File: config.mk
export PLATFORM = sky130hd
export DESIGN_NAME = int_alu_unit
export DESIGN_NICKNAME = d
export VERILOG_FILES = /design/src/logic/backend_pkg.sv /design/src/logic/int_alu_unit.sv
export SDC_FILE = /design/constraint.sdc
export NUM_CORES = 1
export LEC_CHECK = 0
export CAP_MARGIN = 20
export CORE_MARGIN = 10
export CORE_UTILIZATION = 45
export CTS_CLUSTER_SIZE = 40
export DETAILED_ROUTE_END_ITERATION = 8
export DONT_BUFFER_PORTS = 1
export SETUP_SLACK_MARGIN = 0.05
export SYNTH_ARGS = -nofsm -noshare
export SYNTH_HDL_FRONTEND = slang
export SYNTH_SLANG_ARGS = --single-unit
export TNS_END_PERCENT = 100
File: constraint.sdc
create_clock -name clock -period 9.3 [get_ports clock]
set_clock_uncertainty 0.05 [all_clocks]
set_input_delay 1.86 -clock clock [delete_from_list [all_inputs] [get_ports clock]]
set_output_delay 1.86 -clock clock [all_outputs]
set_load 0.02 [all_outputs]
File: src/logic/backend_pkg.sv
// widths, value typedefs, alu function and unit state encodings
// sizing constants shared by the out-of-order backend
package backend_pkg;

	////////////////////////////////////////
	// sizing
	////////////////////////////////////////
	localparam int WORD_W       = 64;                    // operand and result width
	localparam int PRF_SIZE     = 64;                    // number of physical tags
	localparam int TAG_W        = $clog2(PRF_SIZE);      // 6 bit tag
	localparam int RS_DEPTH     = 8;                     // station entries
	localparam int RS_IDX_W     = $clog2(RS_DEPTH);      // entry index width
	localparam int MULT_STAGES  = 4;                     // multiplier pipe depth
	localparam int MULT_CHUNK_W = WORD_W / MULT_STAGES;  // opb bits folded in per stage
	localparam int NUM_FU       = 3;                     // 0 alu0, 1 alu1, 2 mult
	localparam int FU_IDX_W     = $clog2(NUM_FU);        // requester index width
	localparam int SHAMT_W      = 6;                     // shift amount taken from opb

	////////////////////////////////////////
	// value types
	////////////////////////////////////////
	typedef logic [WORD_W-1:0]   word_t;     // operand or result value
	typedef logic [TAG_W-1:0]    prf_tag_t;  // physical register tag
	typedef logic [RS_IDX_W-1:0] rs_idx_t;   // station slot
	typedef logic [RS_IDX_W:0]   rs_age_t;   // one spare bit so ages saturate late
	typedef logic [FU_IDX_W-1:0] fu_idx_t;   // bus requester number

	////////////////////////////////////////
	// encodings
	////////////////////////////////////////
	typedef enum logic [2:0] {
		ALU_ADD,   // a + b
		ALU_SUB,   // a - b
		ALU_AND,
		ALU_OR,
		ALU_XOR,
		ALU_SLL,   // a << b[5:0]
		ALU_MULQ   // low half of a * b, multiplier only
	} alu_func_t;

	typedef enum logic {
		FU_IDLE,   // result register empty
		FU_HOLD    // result waiting for the cdb
	} fu_state_t;

endpackage

File: src/logic/int_alu_unit.sv
`timescale 1ns/1ps
// single-cycle integer alu, result held until the cdb grants it
module int_alu_unit import backend_pkg::*; (
	input  logic      clock,
	input  logic      reset,
	input  logic      issue_valid,
	output logic      issue_ready,
	input  alu_func_t issue_func,
	input  word_t     issue_opa,
	input  word_t     issue_opb,
	input  prf_tag_t  issue_dest,
	output logic      req,
	input  logic      grant,
	output prf_tag_t  res_tag,
	output word_t     res_value
);
	fu_state_t state, state_next;
	logic      take;     // op accepted this edge
	word_t     alu_out;

	function automatic word_t alu_eval(alu_func_t func, word_t a, word_t b);
		case (func)
			ALU_ADD: return a + b;
			ALU_SUB: return a - b;
			ALU_AND: return a & b;
			ALU_OR:  return a | b;
			ALU_XOR: return a ^ b;
			ALU_SLL: return a << b[SHAMT_W-1:0];
			default: return '0;   // mulq never issues here
		endcase
	endfunction

	assign alu_out     = alu_eval(issue_func, issue_opa, issue_opb);
	assign issue_ready = (state == FU_IDLE) | grant;  // grant frees the register this edge
	assign take        = issue_valid & issue_ready;
	assign req         = (state == FU_HOLD);

	always_comb begin
		state_next = state;
		case (state)
			FU_IDLE: begin
				if (take)
					state_next = FU_HOLD;
			end
			FU_HOLD: begin
				if (grant)
					state_next = take ? FU_HOLD : FU_IDLE;  // back to back
			end
			default: state_next = FU_IDLE;
		endcase
	end

	always_ff @(posedge clock) begin
		if (reset)
			state <= FU_IDLE;
		else
			state <= state_next;
	end

	// result register
	always_ff @(posedge clock) begin
		if (take) begin
			res_tag   <= issue_dest;
			res_value <= alu_out;
		end
	end

endmodule

# [Word-level counts from Yosys, hierarchy flattened]
# Cells that the tools add are included.
[totals] input_bits=141 word_cells=22 reg_bits=71 output_inout_bits=72
[op_classes] eq_ne=5 n_bitwise=6 n_reduce_logical=1 shift=1 addsub=2 mux=4
[op_table] op="64-bit one-hot mux with 6 select lines" count=1
[op_table] op="64-bit adder" count=1
[op_table] op="64-bit bitwise AND" count=1
[op_table] op="64-bit OR" count=1
[op_table] op="64-bit by 6-bit << shifter with 64-bit output" count=1
[op_table] op="64-bit subtractor" count=1
[op_table] op="64-bit XOR" count=1
[op_table] op="3-bit by 2-bit == test with 1-bit output (second input constant)" count=2
[op_table] op="3-bit == test (second input constant)" count=2
[op_table] op="3-bit by 1-bit == test with 1-bit output (second input constant)" count=1
[op_table] op="3-bit zero test" count=1
[op_table] op="1-bit 2-to-1 mux" count=2
[op_table] op="1-bit one-hot mux with 2 select lines" count=1
[op_table] op="1-bit bitwise AND" count=1
[op_table] op="1-bit NOT" count=1
[op_table] op="1-bit OR" count=1

# [Longest topological paths before layout]
[depth] ltp_word=6 ltp_mapped=23 depth_no_buf=19

# [Worst setup path before layout]
# No wires, ideal clock.
[synth_path] kind="input to register" start="input issue_opb[0]" end="register res_value[62] (data pin)" slack_ps=2422 setup_ps=136 stages=23 required_time_ps=9114 t_arrival_ps=6692 path_buffers=4 path_cell_list="buf_2 buf_2 buf_2 inv_1 ha_1 nand2_1 nor4_1 nand2_1 nor2_1 nand2_1 o41ai_1 xnor2_1 ha_1 buf_2 nand2_1 nor2_4 nand3_2 or4_4 a2111oi_4 nor4b_1 o311a_1 or4_1 nand3_1"
[synth_between] elab_chain_len=2 word_cells_on_any_way=4 cone_classes="add/sub: 2; shift: 1; mux: 1"
[synth_rtl] item="start, declared" line_no="int_alu_unit.sv:10" rtl="input word_t issue_opb,"
[synth_rtl] item="64-bit subtractor, or another cell as far along" line_no="int_alu_unit.sv:24" rtl="ALU_SUB: return a - b;"
[synth_rtl] item="64-bit one-hot mux with 6 select lines (*)" line_no="int_alu_unit.sv:22" rtl="case (func)"
[synth_rtl] item="via alu_out[62]" line_no="int_alu_unit.sv:19" rtl="word_t alu_out;"
[synth_rtl] item="end signal, assigned" line_no="int_alu_unit.sv:64" rtl="res_value <= alu_out;"
[synth_rtl] item="end, declared" line_no="int_alu_unit.sv:15" rtl="output word_t res_value"
# Mark *: on every way through the listed nets, which the timed path passes. The rest lies on a longest branch.
# A chain may end at the register's enable or synchronous reset.

# [Worst setup path after layout]
[layout_path] start="input issue_opb[1]" end="register res_value[40] (data pin)"
# The elaborated chain is that of the path after synthesis.

==> results.py <==
metrics = {
    "timing": {
        "maxSlewViolCount": 0,
        "fin_tns_setup_ps": 0,
        "slew_headroom_pct": 19.2,
        "fmax_ghz": 0.133,
        "fin_crit_sh_pct": 80.6,
        "grt_setup_unrepaired": "no",
        "setup_viol": 0,
        "min_period_ps": 7500,
        "hold_violations": 0,
        "tightest_slew_ps": 1180,
    },
    "logic_synthesis": {
        "ys.flop_type": "edfxtp_1",
        "yosysTopAreaCellShare_pct": 16.1,
        "yosys.area.top_type": "ha_1",
        "yosysWarnings": 0,
        "synth-edff-count": 70,
        "ys_ff_latch": 71,
        "ys_seq_area_share_pct": 14.1,
        "syn_avg_cell_area_sq_um": 7.76,
        "synthMuxAreaShare_pct": 13.7,
        "synthAdderAreaFrac_pct": 16.2,
        "synth-compound-area-share_pct": 25.4,
        "synth-simple-area-share_pct": 16.6,
        "synth_top_family_by_area": "compound AO/OA/AOI/OAI gates",
        "synth_area_leaders": "ha_1 16%, edfxtp_1 14%, mux4_2 8.7%",
        "synth_cells": 1935,
        "netlist_area_sq_um": 15000,
        "synth_xor_area_share_pct": 6.30,
        "synthArstFlopShare_pct": 0,
        "ys_types": 74,
        "syn_nets": 2270,
    },
    "finish": {
        "final_nets": 2176,
        "final_cell_mix": "223 x nand2_1, 193 x ha_1, 175 x inv_1, 174 x a21oi_1, 147 x nor2_1",
        "layout_commonest_cell": "nand2_1",
        "fill_cells": 3322,
        "drive_gt1_share_pct": 7.15,
        "syn2layout_area_growth_pct": 3.63,
        "fin_cells": 2289,
    },
    "worst_setup_path": {
        "worstSetupStartpointType": "input port",
        "path_cells": "inv_1, ha_1, nand2_1, nor4_1, nand2_1, nor2_1, nand2_1, o21ai_0, xnor2_1, ha_1, nand2_1, or4_1, a211oi_1, nor3_1, o22ai_1, a21oi_1, xnor2_1, a221o_1",
        "reg2reg_from": "req$_SDFF_PP0_",
        "critPathSlowestCell": "nor4_1",
        "cp.arrival_ps": 7580,
        "required_ps": 9380,
        "slowest_delay_ps": 700,
        "r2r_slack_ps": 7270,
        "rr_worst_depth": 2,
        "rr_endpoint": "res_value[15]$_DFFE_PP_",
        "crit_fanout": 71,
        "cp_common_cell": "nand2_1",
        "path_class": "in -> reg",
        "cp-end-kind": "register",
    },
    "clock_network": {
        "cts-htree-levels": 3,
        "numCtsBuffers": 9,
        "cts_tree": "yes",
        "clk_latency_ps": 380,
        "cts_hold_buf": 0,
        "post_cts_resized": 0,
        "cts.sink_count": 71,
        "postCtsSetupRepairBufs": 0,
        "root_buffer": "clkbuf_16",
        "clock_path_buffers": 2,
        "path_clk_slew_ps": 60,
    },
    "min_path": {
        "hold_depth": 2,
        "hold_end": "req$_SDFF_PP0_",
        "worstHoldStart": "req$_SDFF_PP0_",
        "hold_path_class": "reg -> reg",
    },
    "drt": {
        "wl_per_cell_um": 29.2,
        "final_antenna_net_count": 0,
        "first_iter_violations": 1873,
        "via_per_inst": 6.66,
        "wirelength_mm": 66.8,
        "remaining_drc_errors": 0,
        "firstDrtPassIters": 9,
        "routed-via-count": 15244,
    },
    "global_route": {
        "first_global_vias": 14288,
        "grt_max_degree": 125,
        "grt_usage_pct": 31.5,
        "antenna_found_initial": 1,
        "grt_pass1_wl_mm": 98.1,
        "overflow": 0,
    },
    "flow_run": {
        "cap_violations": 0,
    },
    "placement": {
        "placed_cells": 2272,
        "dp_hpwl_mm": 52.5,
        "routabilityCongestion": 1.02,
        "portBuffers": 0,
    },
    "floorplanning": {
        "rows": 66,
        "die_h_um": 203,
        "start_util_pct": 45.9,
        "coreArea_sq_um": 32700,
        "die_area_sq_um": 41100,
        "die_w_um": 203,
        "io-pin-count": 213,
    },
    "run_status": {
        "status": "finished clean",
    },
    "power": {
        "powerDensity_nw_per_um2": 113,
        "irDropWorstVdd_v": 0.0000997,
        "power.leakage_uw": 0.00651,
    },
}
[power breakdown]
group          total (uW)  internal (uW)  switching, uW
combinational         890            334            556
sequential            462            403           59.4
clock                 399            233            166
[per-stage QoR]
| stage | power [uW] | instance area, sq um | hold slack, ps | utilization, % | worst slack, ps |
|---|---|---|---|---|---|
| after global placement | 1340 | 15200 | 732 | 46.6 | 1640 |
| final | 1750 | 15600 | 741 | 47.6 | 1800 |
| after floorplan | 1100 | 15000 | 679 | - | 2420 |
| after global routing | 1850 | 15600 | 787 | 47.6 | 1400 |
| after CTS | 1740 | 15600 | 752 | 47.6 | 2020 |
| after detailed placement | 1330 | 15200 | 743 | 46.6 | 1620 |
[worst max-delay path: cells and delay by family]
family,cells,cell delay (ps)
XOR/XNOR,2,320
adder cells (fa/ha/maj),2,690
buffers and inverters,1,170
AO/OA/AOI/OAI,5,1660
AND/OR/NAND/NOR,8,2830
[sequential cells by signal, summed over array words and instances, names as in the netlist]
name       cells
res_value     64
res_tag        6
req            1
[cell usage after synthesis, types with 18 or more instances]
| cell type | n |
|---|---|
| o221ai_1 | 18 |
| mux4_2 | 58 |
| a211oi_1 | 28 |
| a21oi_1 | 174 |
| a222oi_1 | 26 |
| a31oi_1 | 19 |
| a21o_1 | 27 |
| xnor2_1 | 91 |
| ha_1 | 193 |
| mux2i_1 | 65 |
| inv_1 | 175 |
| nand4_1 | 22 |
| nand2_1 | 223 |
| nor3_1 | 38 |
| o21ai_0 | 137 |
| o31ai_1 | 18 |
| clkbuf_1 | 88 |
| nor2_1 | 148 |
| buf_1 | 24 |
| nand3_1 | 26 |
| edfxtp_1 | 70 |
[layer usage]
layer | part of all wire [%] | up-vias | routed length, um | track usage, %
met5 | 0.019 | - | 13 | 0
met4 | 3.2 | 2 | 2130 | 9.91
met3 | 9.2 | 97 | 6160 | 6.96
met2 | 46 | 766 | 30600 | 51.1
met1 | 42 | 7430 | 27800 | 40.9
li1 | - | 6949 | - | -
[cell type report]
class                      count  area [sq um]  area share (%)
timing repair buffer          19           143           0.917
tap                          442           553            3.56
clock buffer                  11           233            1.50
inverter                     177           664            4.27
clock inverter                 5          72.6           0.467
multi-input combinational   1563         11800            75.6
sequential                    71          2120            13.6
antenna                        1          2.50          0.0161
[cells by family (layout without fill, tap and decap cells)]
| family | count (synthesis) | after routing |
|---|---|---|
| compound gates | 587 | 587 |
| simple gates | 542 | 542 |
| buf+inv | 301 | 212 |
| fa+ha+maj | 194 | 194 |
| mux | 132 | 132 |
| xor+xnor | 108 | 108 |
| flops | 71 | 71 |
| other cells | 0 | 1 |
[how the worst max path moves through the flow]
stage,slack (ps),to,start,depth (start not counted)
after floorplan,2420,res_value[62]$_DFFE_PP_,issue_opb[0],23
after global placement,1640,res_value[40]$_DFFE_PP_,issue_opb[1],18
after detailed placement,1620,res_value[55]$_DFFE_PP_,issue_opb[1],19
after CTS,2020,res_value[55]$_DFFE_PP_,issue_opb[1],19
after global routing,1400,res_value[55]$_DFFE_PP_,issue_opb[1],19
final,1800,res_value[40]$_DFFE_PP_,issue_opb[1],18
Power figures use the tool's default switching activity.
