## src/logic/backend_pkg.sv

```systemverilog
// widths, value typedefs, alu function and unit state encodings
// sizing constants shared by the out-of-order backend
package backend_pkg;

	////////////////////////////////////////
	// sizing
	////////////////////////////////////////
	localparam int WORD_W       = 64;                    // operand and result width
	localparam int PRF_SIZE     = 64;                    // number of physical tags
	localparam int TAG_W        = $clog2(PRF_SIZE);      // 6 bit tag
	localparam int RS_DEPTH     = 8;                     // station entries
	localparam int RS_IDX_W     = $clog2(RS_DEPTH);      // entry index width
	localparam int MULT_STAGES  = 4;                     // multiplier pipe depth
	localparam int MULT_CHUNK_W = WORD_W / MULT_STAGES;  // opb bits folded in per stage
	localparam int NUM_FU       = 3;                     // 0 alu0, 1 alu1, 2 mult
	localparam int FU_IDX_W     = $clog2(NUM_FU);        // requester index width
	localparam int SHAMT_W      = 6;                     // shift amount taken from opb

	////////////////////////////////////////
	// value types
	////////////////////////////////////////
	typedef logic [WORD_W-1:0]   word_t;     // operand or result value
	typedef logic [TAG_W-1:0]    prf_tag_t;  // physical register tag
	typedef logic [RS_IDX_W-1:0] rs_idx_t;   // station slot
	typedef logic [RS_IDX_W:0]   rs_age_t;   // one spare bit so ages saturate late
	typedef logic [FU_IDX_W-1:0] fu_idx_t;   // bus requester number

	////////////////////////////////////////
	// encodings
	////////////////////////////////////////
	typedef enum logic [2:0] {
		ALU_ADD,   // a + b
		ALU_SUB,   // a - b
		ALU_AND,
		ALU_OR,
		ALU_XOR,
		ALU_SLL,   // a << b[5:0]
		ALU_MULQ   // low half of a * b, multiplier only
	} alu_func_t;

	typedef enum logic {
		FU_IDLE,   // result register empty
		FU_HOLD    // result waiting for the cdb
	} fu_state_t;

endpackage

```

## src/logic/reservation_station.sv

```systemverilog
`timescale 1ns/1ps
// reservation station with cdb wakeup, oldest-ready select and issue to alus and multiplier
module reservation_station import backend_pkg::*; (
	input  logic      clock,
	input  logic      reset,
	// dispatch
	input  logic      dispatch_valid,
	output logic      dispatch_ready,
	input  alu_func_t dispatch_func,
	input  prf_tag_t  dispatch_dest,
	input  word_t     dispatch_opa,
	input  logic      dispatch_opa_ready,
	input  prf_tag_t  dispatch_opa_tag,
	input  word_t     dispatch_opb,
	input  logic      dispatch_opb_ready,
	input  prf_tag_t  dispatch_opb_tag,
	// alu 0 issue
	output logic      alu0_issue_valid,
	input  logic      alu0_issue_ready,
	output alu_func_t alu0_issue_func,
	output word_t     alu0_issue_opa,
	output word_t     alu0_issue_opb,
	output prf_tag_t  alu0_issue_dest,
	// alu 1 issue
	output logic      alu1_issue_valid,
	input  logic      alu1_issue_ready,
	output alu_func_t alu1_issue_func,
	output word_t     alu1_issue_opa,
	output word_t     alu1_issue_opb,
	output prf_tag_t  alu1_issue_dest,
	// multiplier issue
	output logic      mult_issue_valid,
	input  logic      mult_issue_ready,
	output word_t     mult_issue_opa,
	output word_t     mult_issue_opb,
	output prf_tag_t  mult_issue_dest,
	// common data bus snoop
	input  logic      cdb_valid,
	input  prf_tag_t  cdb_tag,
	input  word_t     cdb_value
);
	logic      [RS_DEPTH-1:0] ent_valid;                  // slot holds an op
	rs_age_t   [RS_DEPTH-1:0] ent_age;                    // cycles spent waiting, saturating
	alu_func_t                ent_func    [RS_DEPTH];
	prf_tag_t                 ent_dest    [RS_DEPTH];
	word_t                    ent_opa     [RS_DEPTH];
	word_t                    ent_opb     [RS_DEPTH];
	prf_tag_t                 ent_opa_tag [RS_DEPTH];
	prf_tag_t                 ent_opb_tag [RS_DEPTH];
	logic      [RS_DEPTH-1:0] ent_opa_rdy;
	logic      [RS_DEPTH-1:0] ent_opb_rdy;
	logic      [RS_DEPTH-1:0] alu_cand, mul_cand;         // fully ready ops per class
	rs_idx_t                  alloc_idx, alu_sel, mul_sel;
	logic                     take, opa_hit, opb_hit;
	logic                     alu_fire, mul_fire;

	// oldest candidate wins, lowest slot on a tie
	function automatic rs_idx_t pick_oldest(logic [RS_DEPTH-1:0] cand,
	                                        rs_age_t [RS_DEPTH-1:0] age);
		rs_idx_t best;
		rs_age_t best_age;
		logic    found;
		best     = '0;
		best_age = '0;
		found    = 1'b0;
		for (int e = 0; e < RS_DEPTH; e++) begin
			if (cand[e] && (!found || age[e] > best_age)) begin
				best     = rs_idx_t'(e);
				best_age = age[e];
				found    = 1'b1;
			end
		end
		return best;
	endfunction

	////////////////////////////////////////
	// allocation and dispatch bypass
	////////////////////////////////////////
	always_comb begin
		alloc_idx = '0;
		for (int e = RS_DEPTH - 1; e >= 0; e--) begin
			if (!ent_valid[e])
				alloc_idx = rs_idx_t'(e);   // lowest free slot
		end
	end

	assign dispatch_ready = ~&ent_valid;                     // any slot free
	assign take           = dispatch_valid & dispatch_ready;
	assign opa_hit = !dispatch_opa_ready && cdb_valid && cdb_tag == dispatch_opa_tag;
	assign opb_hit = !dispatch_opb_ready && cdb_valid && cdb_tag == dispatch_opb_tag;

	////////////////////////////////////////
	// select and issue
	////////////////////////////////////////
	always_comb begin
		for (int e = 0; e < RS_DEPTH; e++) begin
			alu_cand[e] = ent_valid[e] && ent_opa_rdy[e] && ent_opb_rdy[e] && ent_func[e] != ALU_MULQ;
			mul_cand[e] = ent_valid[e] && ent_opa_rdy[e] && ent_opb_rdy[e] && ent_func[e] == ALU_MULQ;
		end
	end

	assign alu_sel = pick_oldest(alu_cand, ent_age);
	assign mul_sel = pick_oldest(mul_cand, ent_age);

	assign alu0_issue_valid = |alu_cand & alu0_issue_ready;                     // alu 0 first
	assign alu1_issue_valid = |alu_cand & ~alu0_issue_ready & alu1_issue_ready; // fallback
	assign alu0_issue_func  = ent_func[alu_sel];
	assign alu0_issue_opa   = ent_opa[alu_sel];
	assign alu0_issue_opb   = ent_opb[alu_sel];
	assign alu0_issue_dest  = ent_dest[alu_sel];
	assign alu1_issue_func  = ent_func[alu_sel];  // same op, steered to whichever alu is free
	assign alu1_issue_opa   = ent_opa[alu_sel];
	assign alu1_issue_opb   = ent_opb[alu_sel];
	assign alu1_issue_dest  = ent_dest[alu_sel];
	assign mult_issue_valid = |mul_cand;
	assign mult_issue_opa   = ent_opa[mul_sel];
	assign mult_issue_opb   = ent_opb[mul_sel];
	assign mult_issue_dest  = ent_dest[mul_sel];

	assign alu_fire = (alu0_issue_valid & alu0_issue_ready) | (alu1_issue_valid & alu1_issue_ready);
	assign mul_fire = mult_issue_valid & mult_issue_ready;

	////////////////////////////////////////
	// entry state
	////////////////////////////////////////
	always_ff @(posedge clock) begin
		if (reset) begin
			ent_valid <= '0;
			ent_age   <= '0;
		end else begin
			for (int e = 0; e < RS_DEPTH; e++) begin
				if ((alu_fire && alu_sel == rs_idx_t'(e)) || (mul_fire && mul_sel == rs_idx_t'(e)))
					ent_valid[e] <= 1'b0;           // freed on issue
				if (ent_valid[e] && ent_age[e] != '1)
					ent_age[e] <= ent_age[e] + 1'b1;
			end
			if (take) begin
				ent_valid[alloc_idx] <= 1'b1;
				ent_age[alloc_idx]   <= '0;         // youngest
			end
		end
	end

	// operand payload, wakeup from the cdb
	always_ff @(posedge clock) begin
		for (int e = 0; e < RS_DEPTH; e++) begin
			if (cdb_valid && ent_valid[e] && !ent_opa_rdy[e] && ent_opa_tag[e] == cdb_tag) begin
				ent_opa[e]     <= cdb_value;
				ent_opa_rdy[e] <= 1'b1;
			end
			if (cdb_valid && ent_valid[e] && !ent_opb_rdy[e] && ent_opb_tag[e] == cdb_tag) begin
				ent_opb[e]     <= cdb_value;
				ent_opb_rdy[e] <= 1'b1;
			end
		end
		if (take) begin
			ent_func[alloc_idx]    <= dispatch_func;
			ent_dest[alloc_idx]    <= dispatch_dest;
			ent_opa[alloc_idx]     <= opa_hit ? cdb_value : dispatch_opa;  // catch same-cycle broadcast
			ent_opb[alloc_idx]     <= opb_hit ? cdb_value : dispatch_opb;
			ent_opa_rdy[alloc_idx] <= dispatch_opa_ready | opa_hit;
			ent_opb_rdy[alloc_idx] <= dispatch_opb_ready | opb_hit;
			ent_opa_tag[alloc_idx] <= dispatch_opa_tag;
			ent_opb_tag[alloc_idx] <= dispatch_opb_tag;
		end
	end

endmodule

```

## config.mk

```make
export PLATFORM = sky130hd
export DESIGN_NAME = reservation_station
export DESIGN_NICKNAME = d
export VERILOG_FILES = /design/src/logic/backend_pkg.sv /design/src/logic/reservation_station.sv
export SDC_FILE = /design/constraint.sdc
export NUM_CORES = 2
export LEC_CHECK = 0
export BUFFER_PORTS_ARGS = -buffer_cell sky130_fd_sc_hd__buf_4
export CORE_ASPECT_RATIO = 1.2
export CORE_MARGIN = 2
export CORE_UTILIZATION = 30
export CTS_BUF_LIST = sky130_fd_sc_hd__clkbuf_4
export DETAILED_ROUTE_END_ITERATION = 16
export MAX_ROUTING_LAYER = met4
export PLACE_DENSITY_LB_ADDON = 0.25
export SLEW_MARGIN = 5
export SYNTH_ARGS = -nofsm -noshare
export SYNTH_HDL_FRONTEND = slang
export SYNTH_SLANG_ARGS = --single-unit
```

## constraint.sdc

```tcl
create_clock -name clock -period 18.3 [get_ports clock]
set_clock_uncertainty 0.1 [all_clocks]
set_input_delay 3.66 -clock clock [delete_from_list [all_inputs] [get_ports clock]]
set_output_delay 3.66 -clock clock [all_outputs]
set_load 0.01 [all_outputs]
```

# ---- Word level (Yosys, flattened, before mapping)
# Memory sizes are Yosys's and may differ from the RTL's.
# Index checks and enable logic that the tools add are counted.
dict set report totals {
  memories 6
  input_bits 228
  register_bits 56
  elab_cells 430
  output_inout_bits 412
  mem_bits_rw 1192
}
# memory words word_bits read_ports rd_clocked_by_memory_dff wr line_no
set memory_table {}
lappend memory_table {ent_opa 8 64 2 0 9 reservation_station.sv:46} ;# word_t ent_opa [RS_DEPTH];
lappend memory_table {ent_opb 8 64 2 0 9 reservation_station.sv:47} ;# word_t ent_opb [RS_DEPTH];
lappend memory_table {ent_dest 8 6 2 0 1 reservation_station.sv:45} ;# prf_tag_t ent_dest [RS_DEPTH];
lappend memory_table {ent_opa_tag 8 6 8 0 1 reservation_station.sv:48} ;# prf_tag_t ent_opa_tag [RS_DEPTH];
lappend memory_table {ent_opb_tag 8 6 8 0 1 reservation_station.sv:49} ;# prf_tag_t ent_opb_tag [RS_DEPTH];
lappend memory_table {ent_func 8 3 9 0 1 reservation_station.sv:44} ;# alu_func_t ent_func [RS_DEPTH];
dict set report op_classes {
  n_mux 144
  n_bitwise 14
  n_lt_le_gt_ge 16
  n_eq_ne 56
  reduce_logical 175
  addsub 8
}
# op n
set ops {}
lappend ops {{$mux 64} 2}
lappend ops {{$mux 4} 31}
lappend ops {{$logic_and 1x1->1} 115}
lappend ops {{$eq 6x6->1} 18}
lappend ops {{$mux 1} 83}
lappend ops {{$mux 3} 20}
lappend ops {{$gt 4x4->1} 14}
lappend ops {{$eq 3x3->1 const B} 16}
lappend ops {{$logic_not 1->1} 33}
lappend ops {{$add 4x1->4 const B} 8}
lappend ops {{$and 32x32->32} 1}
lappend ops {{$mux 32} 1}
lappend ops {{$ne 4x4->1 const B} 8}
lappend ops {{$not 32->32} 1}
lappend ops {{$mux 8} 3}
lappend ops {{$ne 3x3->1 const B} 8}
lappend ops {{$logic_or 1x1->1} 22}
lappend ops {{$bwmux 8} 2}
lappend ops {{$reduce_or 8->1} 2}
lappend ops {{$demux 4 s3} 1}
lappend ops {{$eq 3x2->1 const B} 4}
lappend ops {{$or 8x8->8} 1}
lappend ops {{$reduce_and 8->1} 1}
lappend ops {{$and 1x1->1} 7}
lappend ops {{other kinds (7)} 11}

# ---- Logic depth before layout (Yosys ltp)
dict set report depth {
  depth_word 39
  ltp_mapped 64
  mapped_depth_nobuf 56
}

# ---- Least setup slack after synthesis
# Ideal clock, no wire load.
dict set report synth_timing {
  kind {register to output}
  start {memory ent_func[0][2] in the netlist's numbering}
  end {output port alu1_issue_opa[43]}
  required_ps 14540
  path_slack_ps 2143
  stages_incl_launch_ff 61
  n_path_buf 8
  arrival_ps 12397
  path_cell_list {edfxtp_1 > and3b_4 > nor2_1 > nand2_1 > ha_1 > and3b_1 > a2111oi_0 > o31ai_1 > o32ai_1 > inv_1 > ha_1 > and3b_1 > a2111oi_0 > o21ai_0 > nand2_1 > mux2_2 > inv_1 > ha_1 > [25 not listed] > a21bo_1 > buf_2 > clkbuf_1 > nor2_1 > a22o_1 > a31oi_1 > ha_1 > nor2b_1 > o211ai_1 > a21oi_1 > nor2_1 > o31ai_4 > buf_2 > clkbuf_1 > a221o_1 > o32ai_1 > a21oi_1 > buf_4}
}
# item line_no
set synth_rtl {}
lappend synth_rtl {{from (decl)} reservation_station.sv:44}
lappend synth_rtl {{to (decl)} reservation_station.sv:28} ;# output word_t alu1_issue_opa,

# ---- Worst setup path after layout
dict set report layout_timing {
  start {register ent_valid[0]}
  end {output port alu0_issue_opa[61]}
}
dict set report layout_via {
  elab_chain_len 33
  elab_cells_between_ends 53
  classes_between {order compare: 7; mux: 21; reduce/logical: 24; memory: 1}
}
# item line_no
set layout_rtl {}
lappend layout_rtl {{from (decl)} reservation_station.sv:42} ;# logic [RS_DEPTH-1:0] ent_valid;
lappend layout_rtl {{from (signal assigned)} reservation_station.sv:128} ;# ent_valid <= '0;
lappend layout_rtl {{from (signal, indexed assignment)} reservation_station.sv:133} ;# ent_valid[e] <= 1'b0;
lappend layout_rtl {{from (signal, indexed assignment)} reservation_station.sv:138} ;# ent_valid[alloc_idx] <= 1'b1;
lappend layout_rtl {{$logic_and 1x1->1 (*) (3 in a row)} reservation_station.sv:97} ;# alu_cand[e] = ent_valid[e] && ent_opa_rdy[e] && ent_opb_rdy[e] && ent_func[e] != ALU_MULQ;
lappend layout_rtl {{$mux 4 / $mux 1 (equally long branches)} reservation_station.sv:67} ;# if (cand[e] && (!found || age[e] > best_age)) begin
lappend layout_rtl {{$gt 4x4->1 / $logic_not 1->1 (equally long branches)} reservation_station.sv:67}
lappend layout_rtl {{$logic_or 1x1->1} reservation_station.sv:67}
lappend layout_rtl {{$logic_and 1x1->1} reservation_station.sv:67}
lappend layout_rtl {{$mux 4 / $mux 1 (equally long branches)} reservation_station.sv:67}
lappend layout_rtl {{$gt 4x4->1 / $logic_not 1->1 (equally long branches)} reservation_station.sv:67}
lappend layout_rtl {{$logic_or 1x1->1} reservation_station.sv:67}
lappend layout_rtl {{[15 not listed]} n/a}
lappend layout_rtl {{$logic_or 1x1->1} reservation_station.sv:67}
lappend layout_rtl {{$logic_and 1x1->1} reservation_station.sv:67}
lappend layout_rtl {{$mux 4 / $mux 1 (equally long branches)} reservation_station.sv:67}
lappend layout_rtl {{$gt 4x4->1 / $logic_not 1->1 (equally long branches)} reservation_station.sv:67}
lappend layout_rtl {{$logic_or 1x1->1} reservation_station.sv:67}
lappend layout_rtl {{$logic_and 1x1->1} reservation_station.sv:67}
lappend layout_rtl {{$mux 3 (*)} reservation_station.sv:67}
lappend layout_rtl {{$mem_v2 8x64 (*)} n/a}
lappend layout_rtl {{to (decl)} reservation_station.sv:21} ;# output word_t alu0_issue_opa,
# Mark *: on every way between the ends. The rest lies on a longest branch, timed or not.

==> impl_results.md <==
* Synth Warn # at 0
* Design Area, Final at 83840 µm²
* Worst R2R Setup Slack at 5.82 ns
* Routed len/inst at 33.56 µm
* Worst-path clk slew at 0.07 ns
* Post-synth top area share at 50.58%
* Synthesized area per cell at 12.84 µm²
* Dpl hpwl at 184.7 mm
* CTS tree: built
* Max-cap violation count at 0
* Worst hold path type: reg2reg
* Root buf cell: clkbuf_4
* Crit path launch type: flip-flop
* Core ar. at 235000 µm²
* Antenna violations before repair at 43
* Critical Path Most Common Cell: ha_1
* Antenna Nets Post-Route at 0
* Hold-fix buffers, CTS at 0
* 1st-pass router iterations at 6
* Synth async-reset ratio at 0%
* Clock Tree Buf Depth at 4
* H-Tree Level Count at 5
* Vias in the first global route at 57564
* Tcrit/Tclk final at 96.54%
* Leak at 28.44 nW
* Worst Path Buf+Inv at 8
* Most frequent cells after synthesis: 1192 x edfxtp_1, 1029 x mux2_2, 380 x a22oi_1
* Clk_lat worst skew at 1.29 ns
* Fmax at 0.05660 GHz
* Status: finished clean
* Total vias in the final route at 58199
* CP peak stage delay at 0.52 ns
* Peak VDD IR at 0.00004001 V
* Num CTS Buffers at 360
* Post-synthesis sequential area ratio at 52.17%
* DRC violations left at 0
* EDFF count, synth at 1192
* First-iteration detailed-routing DRC count at 6861
* Row count at 195
* Setup-failing EPs final at 0
* Worst slew pin tran at 1.373 ns
* Synth Instances at 5510
* Data required, critical path at 14.54 ns
* Vias/cell at 6.109
* Nets at 6367
* Critical path type: reg2out
* Critical Path AT at 13.91 ns
* CP delay by family, top: compound AO/OA/AOI/OAI gates
* Final Max Tran Viols at 0
* I/O pin cnt at 640
* Seq cells post-synth at 1248
* Die height at 536.0 µm
* Slew Limit Headroom at 8.488%
* Top_reg_cell synth: edfxtp_1
* Largest area contributor in the netlist: edfxtp_1
* Clock sinks at 1248
* GP Congestion at 0.8591
* Final wirelength at 319.7 mm
* Overall Power at 6.773 mW
* Die ar. at 239800 µm²
* Buffers added on ports at 639
* Synth cell types at 87
* Count leader, synth: edfxtp_1
* Synth Cell Area at 70760 µm²
* Chip width at 447.4 µm
* PwrDens at 80.78 nW/µm²
* Final Hold Fails at 0
* Syn nets at 5802
* CP Max Fanout at 72
* GR Overflow Total at 0
* Slowest-stage cell, CP: a21oi_1
* Area delta synth->final at 18.48%
* First-pass GRT wire length at 439.6 mm
* Final worst path period need at 17.67 ns
* Post-DP Area at 78490 µm²
* Area contributors post-synth: edfxtp_1 51%, mux2_2 16%, a22oi_1 4.0%
* Largest net degree at the start of global routing at 77
* CP Capture Type: output pin
* Aggregate global-route resource usage at 26.34%
* Layout cells sized above 1 at 42.04%
* Starting Density at 30.12%
==> metrics by stage <==
step	std cells	worst slack, ns	hold slack [ns]	utilization (%)	TNS (ns)
after CTS	9460	0.03533	0.4256	35.44	0
after global routing	9524	-0.06841	0.4512	35.68	-1.702
after global placement	8836	1.028	0.3928	33.41	0
after detailed placement	8836	1.007	0.4017	33.41	0
final	9527	0.6331	0.4324	35.68	0
after floorplan	5510	2.143	0.3648	-	0
==> per-layer routing <==
layer | global-route usage (%) | routed length [µm] | up-vias | part of all wire (%)
met2 | 40.35 | 146200 | 3899 | 46
met4 | 12.80 | 16210 | 0 | 5.1
met3 | 5.637 | 31050 | 882 | 9.7
li1 | - | - | 23966 | -
met5 | - | 0 | - | 0
met1 | 32.94 | 126300 | 29452 | 39
==> placed cells by master (no fill, tap or decap), drive strengths merged, types with 27 or more instances in the layout <==
| master | n |
|---|---|
| a22oi | 381 |
| nand2 | 51 |
| nor3 | 32 |
| o2bb2ai | 112 |
| ha | 64 |
| xor2 | 44 |
| a211oi | 31 |
| and3 | 113 |
| diode | 46 |
| nor4 | 30 |
| edfxtp | 1192 |
| o22ai | 117 |
| mux2 | 1029 |
| o221ai | 112 |
| o32ai | 115 |
| o41ai | 27 |
| buf | 851 |
| a221oi | 161 |
| nand3 | 75 |
| o21ai | 204 |
| inv | 105 |
| xnor2 | 80 |
| mux2i | 34 |
| dfxtp | 56 |
| clkinv | 85 |
| a21oi | 236 |
| nor2 | 95 |
| a221o | 111 |
| clkbuf | 513 |
==> logic make-up (layout without fill, tap and decap cells) <==
logic type / Yosys count / after routing / synth area share (%)
compound gates: 1774 / 1775 / 19.39
xor+xnor: 124 / 124 / 1.535
fa+ha+maj: 64 / 64 / 1.132
buf+inv: 751 / 1568 / 5.121
flops: 1248 / 1248 / 52.17
mux: 1063 / 1063 / 16.86
other cells: 0 / 46 / 0
simple gates: 486 / 487 / 3.798
==> cell type report <==
cell class                 count  area (µm²)
timing repair buffer         853        6923
fill                       22984      151100
clock inverter               105       730.7
antenna                       46       115.1
multi-input combinational   3513       31000
tap                         3152        3944
inverter                      99       371.6
sequential                  1248       36920
clock buffer                 511        3836
==> sequential cells by signal (all words and copies together) (netlist names) <==
| signal | cells |
|---|---|
| ent_age | 32 |
| ent_dest | 48 |
| ent_func | 24 |
| ent_opa | 512 |
| ent_opa_rdy | 8 |
| ent_opa_tag | 48 |
| ent_opb | 512 |
| ent_opb_rdy | 8 |
| ent_opb_tag | 48 |
| ent_valid | 8 |
==> power by group <==
group	internal, mW	switching, mW	total (mW)	leakage (nW)
Sequential	3.19	0.0301	3.22	11.3
Clock	1.42	1.32	2.74	2.69
Combinational	0.359	0.448	0.807	14.5
==> tightest hold or removal path: cells and delay by family, from the launching register on <==
family             cells  cell delay [ns]
AOI/OAI and AO/OA      2             0.15
DFF                    1             0.35
==> final timing paths <==
kind | start | endpoint | cells after the start
worst max register to register | ent_valid[0] | ent_valid[2] | 54
worst min register to register | ent_opb_rdy[6] | ent_opb_rdy[6] | 2
worst max-delay path | ent_valid[0] | alu0_issue_opa[61] | 55
worst min-delay path | ent_opb_rdy[6] | ent_opb_rdy[6] | 2
==> what timing repair did <==
item	in CTS	in global routing
setup buffers	6	19
resized for setup	21	53
gates cloned	2	2
pin swaps	0	6
setup endpoints to repair	405	408
endpoints found under the hold margin	0	0
Power figures use the tool's default switching activity.
