===== src/logic/backend_pkg.sv =====
// widths, value typedefs, alu function and unit state encodings
// sizing constants shared by the out-of-order backend
package backend_pkg;

	////////////////////////////////////////
	// sizing
	////////////////////////////////////////
	localparam int WORD_W       = 64;                    // operand and result width
	localparam int PRF_SIZE     = 64;                    // number of physical tags
	localparam int TAG_W        = $clog2(PRF_SIZE);      // 6 bit tag
	localparam int RS_DEPTH     = 8;                     // station entries
	localparam int RS_IDX_W     = $clog2(RS_DEPTH);      // entry index width
	localparam int MULT_STAGES  = 4;                     // multiplier pipe depth
	localparam int MULT_CHUNK_W = WORD_W / MULT_STAGES;  // opb bits folded in per stage
	localparam int NUM_FU       = 3;                     // 0 alu0, 1 alu1, 2 mult
	localparam int FU_IDX_W     = $clog2(NUM_FU);        // requester index width
	localparam int SHAMT_W      = 6;                     // shift amount taken from opb

	////////////////////////////////////////
	// value types
	////////////////////////////////////////
	typedef logic [WORD_W-1:0]   word_t;     // operand or result value
	typedef logic [TAG_W-1:0]    prf_tag_t;  // physical register tag
	typedef logic [RS_IDX_W-1:0] rs_idx_t;   // station slot
	typedef logic [RS_IDX_W:0]   rs_age_t;   // one spare bit so ages saturate late
	typedef logic [FU_IDX_W-1:0] fu_idx_t;   // bus requester number

	////////////////////////////////////////
	// encodings
	////////////////////////////////////////
	typedef enum logic [2:0] {
		ALU_ADD,   // a + b
		ALU_SUB,   // a - b
		ALU_AND,
		ALU_OR,
		ALU_XOR,
		ALU_SLL,   // a << b[5:0]
		ALU_MULQ   // low half of a * b, multiplier only
	} alu_func_t;

	typedef enum logic {
		FU_IDLE,   // result register empty
		FU_HOLD    // result waiting for the cdb
	} fu_state_t;

endpackage


===== src/logic/cdb_arbiter.sv =====
`timescale 1ns/1ps
// round-robin arbiter over the functional units and the registered cdb driver
module cdb_arbiter import backend_pkg::*; (
	input  logic                    clock,
	input  logic                    reset,
	input  logic     [NUM_FU-1:0]   fu_req,
	input  prf_tag_t [NUM_FU-1:0]   fu_tag,
	input  word_t    [NUM_FU-1:0]   fu_value,
	output logic     [NUM_FU-1:0]   fu_grant,
	output logic                    cdb_valid,
	output prf_tag_t                cdb_tag,
	output word_t                   cdb_value
);
	fu_idx_t rr_ptr;      // first requester looked at this cycle
	fu_idx_t grant_idx;
	logic    grant_any;

	////////////////////////////////////////
	// grant search from the pointer
	////////////////////////////////////////
	always_comb begin
		int unsigned cand;
		grant_any = 1'b0;
		grant_idx = '0;
		fu_grant  = '0;
		for (int i = 0; i < NUM_FU; i++) begin
			cand = (int'(rr_ptr) + i) % NUM_FU;  // wrap, NUM_FU need not be a power of two
			if (!grant_any && fu_req[cand]) begin
				grant_any = 1'b1;
				grant_idx = fu_idx_t'(cand);
			end
		end
		if (grant_any)
			fu_grant[grant_idx] = 1'b1;
	end

	always_ff @(posedge clock) begin
		if (reset) begin
			rr_ptr    <= '0;
			cdb_valid <= 1'b0;
		end else begin
			cdb_valid <= grant_any;   // one broadcast per grant
			if (grant_any)
				rr_ptr <= (grant_idx == fu_idx_t'(NUM_FU - 1)) ? '0 : grant_idx + 1'b1;
		end
	end

	// bus payload
	always_ff @(posedge clock) begin
		if (grant_any) begin
			cdb_tag   <= fu_tag[grant_idx];
			cdb_value <= fu_value[grant_idx];
		end
	end

endmodule


===== config.mk =====
export PLATFORM = sky130hd
export DESIGN_NAME = cdb_arbiter
export DESIGN_NICKNAME = d
export VERILOG_FILES = /design/src/logic/backend_pkg.sv /design/src/logic/cdb_arbiter.sv
export SDC_FILE = /design/constraint.sdc
export NUM_CORES = 1
export LEC_CHECK = 0
export ABC_AREA = 1
export BUFFER_PORTS_ARGS = -buffer_cell sky130_fd_sc_hd__buf_2
export CAP_MARGIN = 20
export CORE_AREA = 5 5 110 112
export CTS_CLUSTER_DIAMETER = 80
export DETAILED_ROUTE_END_ITERATION = 7
export DIE_AREA = 0 0 115 117
export HOLD_SLACK_MARGIN = 0.03
export PLACE_DENSITY_LB_ADDON = 0.15
export SLEW_MARGIN = 20
export SYNTH_ARGS = -nofsm -noshare
export SYNTH_HDL_FRONTEND = slang
export SYNTH_SLANG_ARGS = --single-unit

===== constraint.sdc =====
create_clock -name clock -period 4.3 [get_ports clock]
set_input_delay 0.645 -clock clock [delete_from_list [all_inputs] [get_ports clock]]
set_output_delay 0.645 -clock clock [all_outputs]
set_load 0.03 [all_outputs]

Word-level counts from Yosys, hierarchy flattened:

Cells that the tools add are included.

* register bits: 73

* add/sub/neg operators: 3
* divide/modulo/power cells: 3
* $lt $le $gt $ge: 5
* equality and inequality tests: 1
* mux-type cells: 20
* reductions and logical operators: 5

Operators with widths (count)
* binary-select mux 64 bit (select 2 bit): 1
* less-than comparator 32 x 3 -> 1 bit (second input constant): 3
* modulo 32 x 3 -> 32 bit (second input constant): 2
* 2-to-1 mux 64 bit: 1
* modulo 3 x 3 -> 32 bit (second input constant): 1
* binary-select mux 6 bit (select 2 bit): 1
* 2-to-1 mux 2 bit: 4
* 2-to-1 mux 1 bit: 7
* binary-select mux 1 bit (select 2 bit): 3
* 2-to-1 mux 6 bit: 1
* adder 2 x 1 -> 3 bit (second input constant): 1
* adder 2 x 2 -> 3 bit (second input constant): 1
* logical AND 1 bit: 3
* less-than comparator 2 x 3 -> 1 bit (second input constant): 1
* 2-to-1 mux 3 bit: 1
* adder 2 x 1 -> 2 bit (second input constant): 1
* demux 1 bit (select 2 bit): 1
* equality test 2 bit (second input constant): 1
* greater-or-equal comparator 2 x 1 -> 1 bit (second input constant): 1
* zero test 1 bit: 2

Longest topological paths before layout:

Gate-level depths: netlist (run 1).

* depth in word-level cells: 15
* depth in mapped cells: 15

Least setup slack after synthesis (run 1):

Ideal clock, no wire load.

* path type: reg2out
* from: reg rr_ptr[0]
* to: out fu_grant[0]
* data arrival time: 3558 ps
* data required time: 3655 ps
* slack: 97 ps
* cell stages (with the launch flop): 9
* path buffers: 0
* cells stage by stage: dfxtp_1 inv_1 ha_1 nand2_1 nand2_1 a21oi_2 nand3b_1 nand3_1 nor2_1

RTL lines
* from (decl): line cdb_arbiter.sv:14 `fu_idx_t rr_ptr;`
* from (signal assigned): line cdb_arbiter.sv:44 `rr_ptr <= (grant_idx == fu_idx_t'(NUM_FU - 1)) ? '0 : grant_idx + 1'b1;`
* parallel branches: the longest is 9 deep, another holds modulo 32 x 3 -> 32 bit
* 2-to-1 mux 1 bit *: line cdb_arbiter.sv:28 `if (!grant_any && fu_req[cand]) begin`
* net grant_any: line cdb_arbiter.sv:16 `logic grant_any;`
* 2-to-1 mux 3 bit *: line cdb_arbiter.sv:33 `if (grant_any)`
* to (decl): line cdb_arbiter.sv:9 `output logic [NUM_FU-1:0] fu_grant,`

Mark *: on every way through the listed nets, which the timed path passes. The select of a mux whose other input is x is not followed.

Final worst setup path (run 1):

* from: reg rr_ptr[0]
* to: out fu_grant[2]

* longest elaborated chain between the ends: 15

Ends and longest elaborated chain (line)
* parallel branches: the longest is 14 deep, another holds modulo 32 x 3 -> 32 bit
* 2-to-1 mux 3 bit *: cdb_arbiter.sv:33

Every way passes the cells marked *. The select of a mux whose other input is x is not followed.

==> out/qor.yml, run 1 <==
floorplanning:
  initial_core_util_pct: 38.3
  core_um2: 11100
  dieArea_um2: 13500
  fp.dieH_um: 117
  die-width_um: 115
  row_count: 39
  io_pins: 289
critical_path:
  start_kind: "register"
  path_class: "register to primary output"
  cp.arrival_ps: 2630
  crit_path_max_fanout: 71
  setup.worst_path.end_class: "primary output"
  critPathRequiredTime_ps: 3650
power_and_ir_drop:
  p_leak_nw: 3.38
  peakVddDrop_uv: 715
  finalPower_mw: 5.81
  power_per_cell_area_nw_per_um2: 961
timing:
  fin_crit_sh_pct: 76.1
  fmax_ghz: 0.306
  relSlewSlack_pct: 38.2
  finClkSkew_ps: 6.21
  min_period_ps: 3270
  fin_hold_ws_ps: 496
  postLayoutSetupSlackWorst_ps: 1030
  worstMarginPinSlew_ps: 928
  setup_tns_ps: 0
  rsz0062_at_grt: "false"
  setup_viol_count_final: 0
  finalHoldViolations: 0
  slew_violations: 0
synthesis:
  avgSynthCellArea_um2: 7.35
  synth_compound_area_share_pct: 8.90
  synth.largest_area_cell: "edfxtp_1"
  synth_area_leaders: "edfxtp_1 49%, nand2_1 20%, o21ai_1 8.2%, inv_1 7.1%, nor2_1 6.9%"
  ys_warn_count: 0
  ys_ff_latch: 73
  netlist_instances: 579
  synth_xor_area_share_pct: 0
  syn_nets: 797
  synthSimpleGateAreaFrac_pct: 28.3
  seq_area_frac_synth_pct: 50.8
  synth_area_um2: 4260
  ys_types: 19
  synth_top_family_by_area: "simple AND/OR/NAND/NOR gates"
  synth_top_cell_area_share_pct: 49.4
  yosys.area_share.adder_pct: 0.882
  synthMuxAreaShare_pct: 0
drt:
  drt-pass1-iter-count: 4
  drt-total-wl_um: 13200
  drc: 0
  vias: 4504
  antenna_left: 0
  route.detailed.wl_per_inst_um: 13.2
  viasPerCell: 4.50
  drt_iter0_drc: 297
place:
  port_buffers: 288
  dp_cells: 985
  dp_hpwl_um: 10200
  routabilityCongestion: 0.879
  pre_cts_ws_ps: 1330
clock_network:
  cts_max_level: 3
  cts_setup_buffers: 0
  clockBufferDepth: 2
  insertion_delay_ps: 320
  cts_resized: 0
  clkTransAtPathRegs_ps: 60
  ctsHoldBuffers: 0
  cts_root_buffer: "clkbuf_16"
  cts_inserted_buffers: 9
  clock-sinks: 73
  tritoncts: "done"
final_layout:
  layout-drive-gt1-share_pct: 36.1
  n_antenna_cell: 0
  layout.cells.non_filler: 1001
  nNetsFinal: 1071
  fillers: 1081
  syn2layout_area_growth_pct: 42.0
  multi_input_area_um2: 1630
  seq_area_um2: 2160
global_routing:
  grt_max_degree: 74
  grt-ovfl-total: 0
  grt_usage_pct: 18.5
  antenna_found_initial: 0
  grt_pass1_wl_um: 19700
  grt_pass1_vias: 4268
job:
  maxCapViolations: 0
run_status:
  outcome: "completed"
hold_path:
  hold_path.class: "input port to register"
where the power goes:
group | switching [mW] | leakage, nW | internal, mW
logic | 2.53 | 2.50 | 0.967
clock network | 0.264 | 0.136 | 0.442
registers | 0.0888 | 0.743 | 1.52
total | 2.89 | 3.38 | 2.93
path summary, 6_finish.rpt:
check,start,endpoint,slack [ps],depth (start not counted)
worst min register to register,rr_ptr[0]$_SDFFE_PP0P_,rr_ptr[0]$_SDFFE_PP0P_,650,4
worst max register to register,rr_ptr[0]$_SDFFE_PP0P_,cdb_tag[3]$_DFFE_PP_,1530,11
worst max-delay path,rr_ptr[0]$_SDFFE_PP0P_,fu_grant[2],1030,9
worst min-delay path,reset,rr_ptr[0]$_SDFFE_PP0P_,500,2
cells by family (layout without fill, tap and decap cells):
family | count (synthesis) | after routing
compound gates | 75 | 75
fa+ha+maj | 3 | 3
buf+inv | 113 | 392
flops | 73 | 73
simple gates | 315 | 315
synthesized netlist by cell type:
cell / number
nand3b_1: 1
o21ai_0: 3
nand3_1: 3
a21oi_2: 1
nor2_1: 78
buf_2: 12
clkbuf_1: 8
buf_4: 9
a21oi_1: 1
inv_1: 81
ha_1: 3
o21ai_1: 70
nand4_1: 3
dfxtp_1: 3
edfxtp_1: 70
nand2_1: 226
inv_2: 3
nand2_2: 3
nor3_1: 1
worst max-delay path, stage by stage, from the launching register on:
cell and delay, ps:
dfxtp_1 330, inv_1 70, ha_1 370, nand2_1 110
nand2_1 70, a21oi_2 190, nand4_1 150, nand2_2 100
buf_4 550, buf_2 320
flip-flops by register name, summed over array words and instances, names as in the netlist:
register and count:
cdb_valid 1, rr_ptr 2, cdb_value 64, cdb_tag 6
per-stage QoR:
step                utilization [%]  area (um2)
floorplan                         -        4260
global placement               51.8        5770
detailed placement             51.8        5770
CTS                            54.4        6050
global route                   54.4        6050
finish                         54.4        6050
layer usage:
| metal | GRT usage (%) | vias to the layer above | share of wire (%) |
|---|---|---|---|
| li1 | - | 2336 | - |
| met1 | 21.5 | 1954 | 38 |
| met2 | 32.6 | 189 | 50 |
| met3 | 4.37 | 25 | 9.2 |
| met4 | 8.29 | 0 | 2.9 |
| met5 | 0 | - | 0 |
cells in the final DEF (no fill, tap or decap):
cell type	n
a21oi_1	1
a21oi_2	1
buf_12	1
buf_2	288
buf_4	3
bufinv_16	1
clkbuf_1	2
clkbuf_16	9
clkinv_1	3
clkinv_2	1
dfxtp_1	3
edfxtp_1	70
ha_1	3
inv_1	81
inv_2	3
nand2_1	226
nand2_2	2
nand2_4	1
nand3_1	3
nand3b_1	1
nand4_1	3
nor2_1	78
nor3_1	1
o21ai_0	3
o21ai_1	70
final cells by class:
| cell class | count | share of cell area, % |
|---|---|---|
| timing repair buffer | 292 | 24.5 |
| sequential | 73 | 35.8 |
| multi-input combinational | 393 | 26.9 |
| tap | 143 | 2.96 |
| inverter | 84 | 5.21 |
| clock buffer | 11 | 3.85 |
| clock inverter | 5 | 0.766 |
No activity file was read; power rests on OpenSTA's default activity.
==> run 2, diff against run 1 <==
- clock period: 4.3 -> 3.4 ns (I/O delays scaled with it)
==> out/qor.yml, run 2 (synthesized netlist as in run 1, its figures left out) <==
clock_network:
  clkTransAtPathRegs_ps: 60  # about the same
  cts_root_buffer: "clkbuf_16"
  cts_max_level: 3  # unchanged
  ctsHoldBuffers: 0  # unchanged
  tritoncts: "done"
  cts_inserted_buffers: 9  # unchanged
  cts_resized: 0  # unchanged
  clockBufferDepth: 2  # unchanged
  cts_setup_buffers: 0  # unchanged
  insertion_delay_ps: 320  # about the same
  clock-sinks: 73  # unchanged
final_layout:
  layout-drive-gt1-share_pct: 37.2  # +1.0 points
  final_common_cell: "buf_2"
  seq_area_um2: 2160  # about the same
  syn2layout_area_growth_pct: 42.9
  finalInstanceArea_um2: 6080  # +0.62%
  final_cell_mix: "288 x buf_2, 226 x nand2_1, 80 x inv_1"
  n_antenna_cell: 0  # unchanged
  layout.cells.non_filler: 1004  # +0.30%
  fin_util_pct: 54.7  # +0.34 points
  fillers: 1086  # +0.46%
  regMostFlops: "cdb_value"
  multi_input_area_um2: 1650  # +1.5%
  reg_top3: "cdb_value (64), cdb_tag (6), rr_ptr (2)"
  nNetsFinal: 1074  # +0.28%
  largest_register_ffs: 64  # unchanged
critical_path:
  cp.arrival_ps: 2560  # -70 ps
  crit_chain: "inv_2 > ha_4 > inv_2 > nand2_1 > nand2_1 > a21oi_2 > nand4_1 > nand2_2 > buf_4 > buf_2"
  critPathRequiredTime_ps: 2890  # -760 ps
  crit_path_max_fanout: 71  # unchanged
  setup.worst_path.end_class: "primary output"
  slowest_delay_ps: 600  # +50 ps
  path_buf_inv: 4  # +1
  path_class: "register to primary output"
  cp_slowest_cell: "buf_4"
  crit_family: "buffers and inverters"
  start_kind: "register"
global_routing:
  grt_usage_pct: 19.0  # +0.43 points
  grt-ovfl-total: 0  # unchanged
  grt_pass1_vias: 4320  # +1.2%
  grt_max_degree: 74  # unchanged
  antenna_found_initial: 0  # unchanged
  grt_pass1_wl_um: 20200  # +2.6%
timing:
  fmax_ghz: 0.325
  finalHoldViolations: 0  # unchanged
  setup_viol_count_final: 0  # unchanged
  worstMarginPinSlew_ps: 928  # +0.901 ps
  min_period_ps: 3070
  finClkSkew_ps: 6.14  # -0.0662 ps
  setup_tns_ps: 0  # unchanged
  rsz0062_at_grt: "false"
  slew_violations: 0  # unchanged
  relSlewSlack_pct: 38.1  # -0.060 points
  fin_crit_sh_pct: 90.4
  fin_hold_ws_ps: 357  # -139 ps
power_and_ir_drop:
  p_leak_nw: 3.39  # +0.37%
  peakVddDrop_uv: 778  # +8.8%
  power_per_cell_area_nw_per_um2: 1230  # +27%
drt:
  wl_met1_um: 4920  # -1.3%
  viasPerCell: 4.62  # +2.7%
  drc: 0  # unchanged
  drt_iter0_drc: 251  # -15%
  top_layer_used: "met4"
  routed-wl-met2_um: 7300  # +9.7%
  drt-pass1-iter-count: 4  # unchanged
  route.detailed.wl_per_inst_um: 13.7  # +3.3%
  vias: 4640  # +3.0%
  drt-total-wl_um: 13700  # +3.6%
  antenna_left: 0  # unchanged
  wl_met3_um: 1320  # +8.4%
floorplanning:
  die-width_um: 115  # unchanged
  fp.dieH_um: 117  # unchanged
  initial_core_util_pct: 38.3  # unchanged
  io_pins: 289  # unchanged
  core_um2: 11100  # unchanged
  row_count: 39  # unchanged
  dieArea_um2: 13500  # unchanged
job:
  maxCapViolations: 0  # unchanged
place:
  dp_hpwl_um: 10700  # +5.1%
  routabilityCongestion: 0.939  # +6.9%
  placed_cell_area_um2: 5800  # +0.63%
  port_buffers: 288  # unchanged
  dp_cells: 988  # +0.30%
hold_path:
  hold_path.class: "input port to register"
run_status:
  outcome: "completed"
==> run 2: worst paths after layout <==
check / endpoint / slack, ps / startpoint / cells after the start
max: fu_grant[2] / 330 / rr_ptr[0]$_SDFFE_PP0P_ / 10
min: rr_ptr[0]$_SDFFE_PP0P_ / 360 / reset / 2
max reg2reg: cdb_value[4]$_DFFE_PP_ / 930 / rr_ptr[1]$_SDFFE_PP0P_ / 14
min reg2reg: rr_ptr[0]$_SDFFE_PP0P_ / 620 / rr_ptr[0]$_SDFFE_PP0P_ / 4
==> run 2: metrics by stage <==
stage	power, mW	setup slack [ps]
after floorplan	5.52	-558
after global placement	6.51	762
after detailed placement	6.65	683
after CTS	7.56	316
after global routing	8.04	167
final	7.46	327
==> run 2: area by class of cell <==
cell class                      count  area share, %
Clock buffer                       12           3.89
Clock inverter                      4          0.720
Inverter                           84           5.18
Multi-Input combinational cell    393           27.2
Sequential cell                    73           35.6
Tap cell                          143           2.94
Timing Repair Buffer              295           24.6
==> run 2: power by group <==
group / internal [mW] / switching [mW]
Sequential: 1.92 / 0.132
Clock: 0.564 / 0.334
Combinational: 1.26 / 3.25
==> run 2: layer usage <==
layer	GRT usage (%)	vias to the layer above
met3	4.52	14
met1	21.0	2090
met4	6.81	0
li1	-	2340
met2	35.3	196
met5	0	-
==> run 3, diff against run 2 <==
- BUFFER_PORTS_ARGS: -buffer_cell sky130_fd_sc_hd__buf_2 -> not set
- CORE_AREA: 5 5 110 112 -> 5 5 109 111
- DIE_AREA: 0 0 115 117 -> 0 0 114 116
- DONT_BUFFER_PORTS: not set -> 1
- GPL_TIMING_DRIVEN: not set -> 1
- REMOVE_ABC_BUFFERS: not set -> 1
==> out/qor.yml, run 3 (synthesized netlist as in run 1, its figures left out) <==
timing:
  min_period_ps: 2870  # -208 ps
  relSlewSlack_pct: 37.1  # -1.0 points
  fmax_ghz: 0.349  # +7.2%
  finalHoldViolations: 0  # unchanged
  slew_violations: 0  # unchanged
  fin_crit_sh_pct: 84.3  # -6.1 points
  setup_viol_count_final: 0  # unchanged
  worstMarginPinSlew_ps: 944  # +15.7 ps
  finClkSkew_ps: 11.2  # +5.09 ps
  rsz0062_at_grt: "false"
clock_network:
  ctsHoldBuffers: 0  # unchanged
  cts_root_buffer: "clkbuf_8"
  insertion_delay_ps: 340  # +20 ps
  clkTransAtPathRegs_ps: 80  # +20 ps
  cts_resized: 0  # unchanged
  cts_max_level: 3  # unchanged
  clockBufferDepth: 2  # unchanged
  cts_inserted_buffers: 9  # unchanged
  clock-sinks: 73  # unchanged
  tritoncts: "done"
  cts_setup_buffers: 0  # unchanged
floorplanning:
  die-width_um: 114  # -0.87%
  initial_core_util_pct: 39.8  # +1.5 points
  row_count: 38  # -2.6%
  core_um2: 10700  # -3.8%
  fp.dieH_um: 116  # -0.85%
  dieArea_um2: 13200  # -1.7%
  io_pins: 289  # unchanged
job:
  maxCapViolations: 0  # unchanged
power_and_ir_drop:
  finalPower_mw: 6.92  # -7.2%
  peakVddDrop_uv: 531  # -32%
  p_leak_nw: 2.24  # -34%
  power_per_cell_area_nw_per_um2: 1500  # +23%
drt:
  drt-total-wl_um: 12300  # -11%
  antenna_left: 0  # unchanged
  vias: 3610  # -22%
  drt-pass1-iter-count: 4  # unchanged
  drt_iter0_drc: 273  # +8.8%
  viasPerCell: 5.06  # +9.6%
  drc: 0  # unchanged
  route.detailed.wl_per_inst_um: 17.2  # +26%
final_layout:
  syn2layout_area_growth_pct: 8.14
  largest_register_ffs: 64  # unchanged
  final_cell_mix: "226 x nand2_1, 81 x inv_1, 78 x nor2_1"
  regMostFlops: "cdb_value"
  reg_top3: "cdb_value (64), cdb_tag (6), rr_ptr (2)"
  finalInstanceArea_um2: 4600  # -24%
  final_common_cell: "nand2_1"
  nNetsFinal: 786  # -27%
  fillers: 1084  # -0.18%
  layout.cells.non_filler: 713  # -29%
  n_antenna_cell: 0  # unchanged
  layout-drive-gt1-share_pct: 4.89  # -32 points
  fin_util_pct: 43.0  # -12 points
critical_path:
  start_kind: "register"
  rr_worst_depth: 11  # -3
  slowest_delay_ps: 370  # -230 ps
  crit_path_max_fanout: 34  # -52%
  r2r-end: "cdb_value[23]$_DFFE_PP_"
  critPathMostFrequentCell: "nand2_1"
  r2r_setup_slack_ps: 910  # -20 ps
  r2r-start: "rr_ptr[0]$_SDFFE_PP0P_"
  cp.arrival_ps: 2360  # -200 ps
  setup.worst_path.end_class: "primary output"
  path_class: "register to primary output"
  crit_chain: "inv_1 > ha_1 > nand2_1 > nand2_1 > a21oi_2 > nand4_1 > nand2_4 > nand2_1 > inv_1"
  critPathRequiredTime_ps: 2890  # about the same
  cp_slowest_cell: "ha_1"
place:
  port_buffers: 0  # -100%
  routabilityCongestion: 0.807  # -14%
  placed_cell_area_um2: 4370  # -25%
  dp_cells: 697  # -29%
  dp_hpwl_um: 9140  # -15%
hold_path:
  hold_depth: 1  # -1
  hold_path.class: "input port to register"
  whs_endpoint: "rr_ptr[0]$_SDFFE_PP0P_"
  hold_start: "reset"
global_routing:
  grt-ovfl-total: 0  # unchanged
  grt_pass1_vias: 3482  # -19%
  grt_usage_pct: 17.1  # -1.9 points
  grt_pass1_wl_um: 17600  # -13%
  antenna_found_initial: 0  # unchanged
  grt_max_degree: 74  # unchanged
run_status:
  outcome: "completed"
==> run 3: cell count changes in the layout (fill, tap and decap cells not counted), sizes merged <==
| cell | change |
|---|---|
| clkinv | -1 |
| bufinv | +2 |
| clkbuf | -2 |
| clkinvlp | +1 |
| buf | -288 |
==> run 3: how the worst max path moves through the flow <==
stage / depth (start not counted) / from / endpoint / slack, ps
final: 9 / rr_ptr[0]$_SDFFE_PP0P_ / fu_grant[1] / 530
after global routing: 9 / rr_ptr[0]$_SDFFE_PP0P_ / fu_grant[1] / 280
after CTS: 9 / rr_ptr[0]$_SDFFE_PP0P_ / fu_grant[1] / 510
after detailed placement: 9 / rr_ptr[0]$_SDFFE_PP0P_ / fu_grant[1] / 910
after global placement: 9 / rr_ptr[0]$_SDFFE_PP0P_ / fu_grant[1] / 960
after floorplan: 8 / rr_ptr[0]$_SDFFE_PP0P_ / fu_grant[0] / -670
==> run 3: worst max-delay path: cells and delay by family (launching register included) <==
family	cells	cell delay (ps)
AO/OA/AOI/OAI	1	200
adder cells (fa/ha/maj)	1	370
buffers and inverters	2	290
flip-flops	1	340
AND/OR/NAND/NOR	5	800
==> run 3: cell type report <==
class                           instances  area (um2)  area share (%)
Clock buffer                           10         128            2.77
Clock inverter                          6         106            2.31
Inverter                               84         315            6.85
Multi-Input combinational cell        393        1630            35.4
Sequential cell                        73        2160            47.0
Tap cell                              140         175            3.80
Timing Repair Buffer                    7        90.1            1.96
==> run 3: metrics by stage <==
| stage | TNS (ps) | worst slack [ps] | hold WS, ps |
|---|---|---|---|
| 2_1_floorplan | -15940 | -668 | 582 |
| 3_3_place_gp | 0 | 965 | 587 |
| 3_5_place_dp | 0 | 912 | 585 |
| 4_1_cts | 0 | 510 | 201 |
| 5_1_grt | 0 | 285 | 195 |
| 6_report | 0 | 534 | 225 |
==> run 3: report_power, final <==
group / leakage [nW] / total, mW / internal (mW) / switching, mW
combinational: 1.39 / 3.00 / 0.903 / 2.10
sequential: 0.743 / 3.10 / 1.97 / 1.14
clock: 0.114 / 0.819 / 0.485 / 0.334
==> run 3: per-layer routing <==
layer  GRT usage [%]  routed length (um)
met5               0                   0
met4            6.89                 218
met3            6.06                1340
met2            30.7                6350
met1            18.2                4370
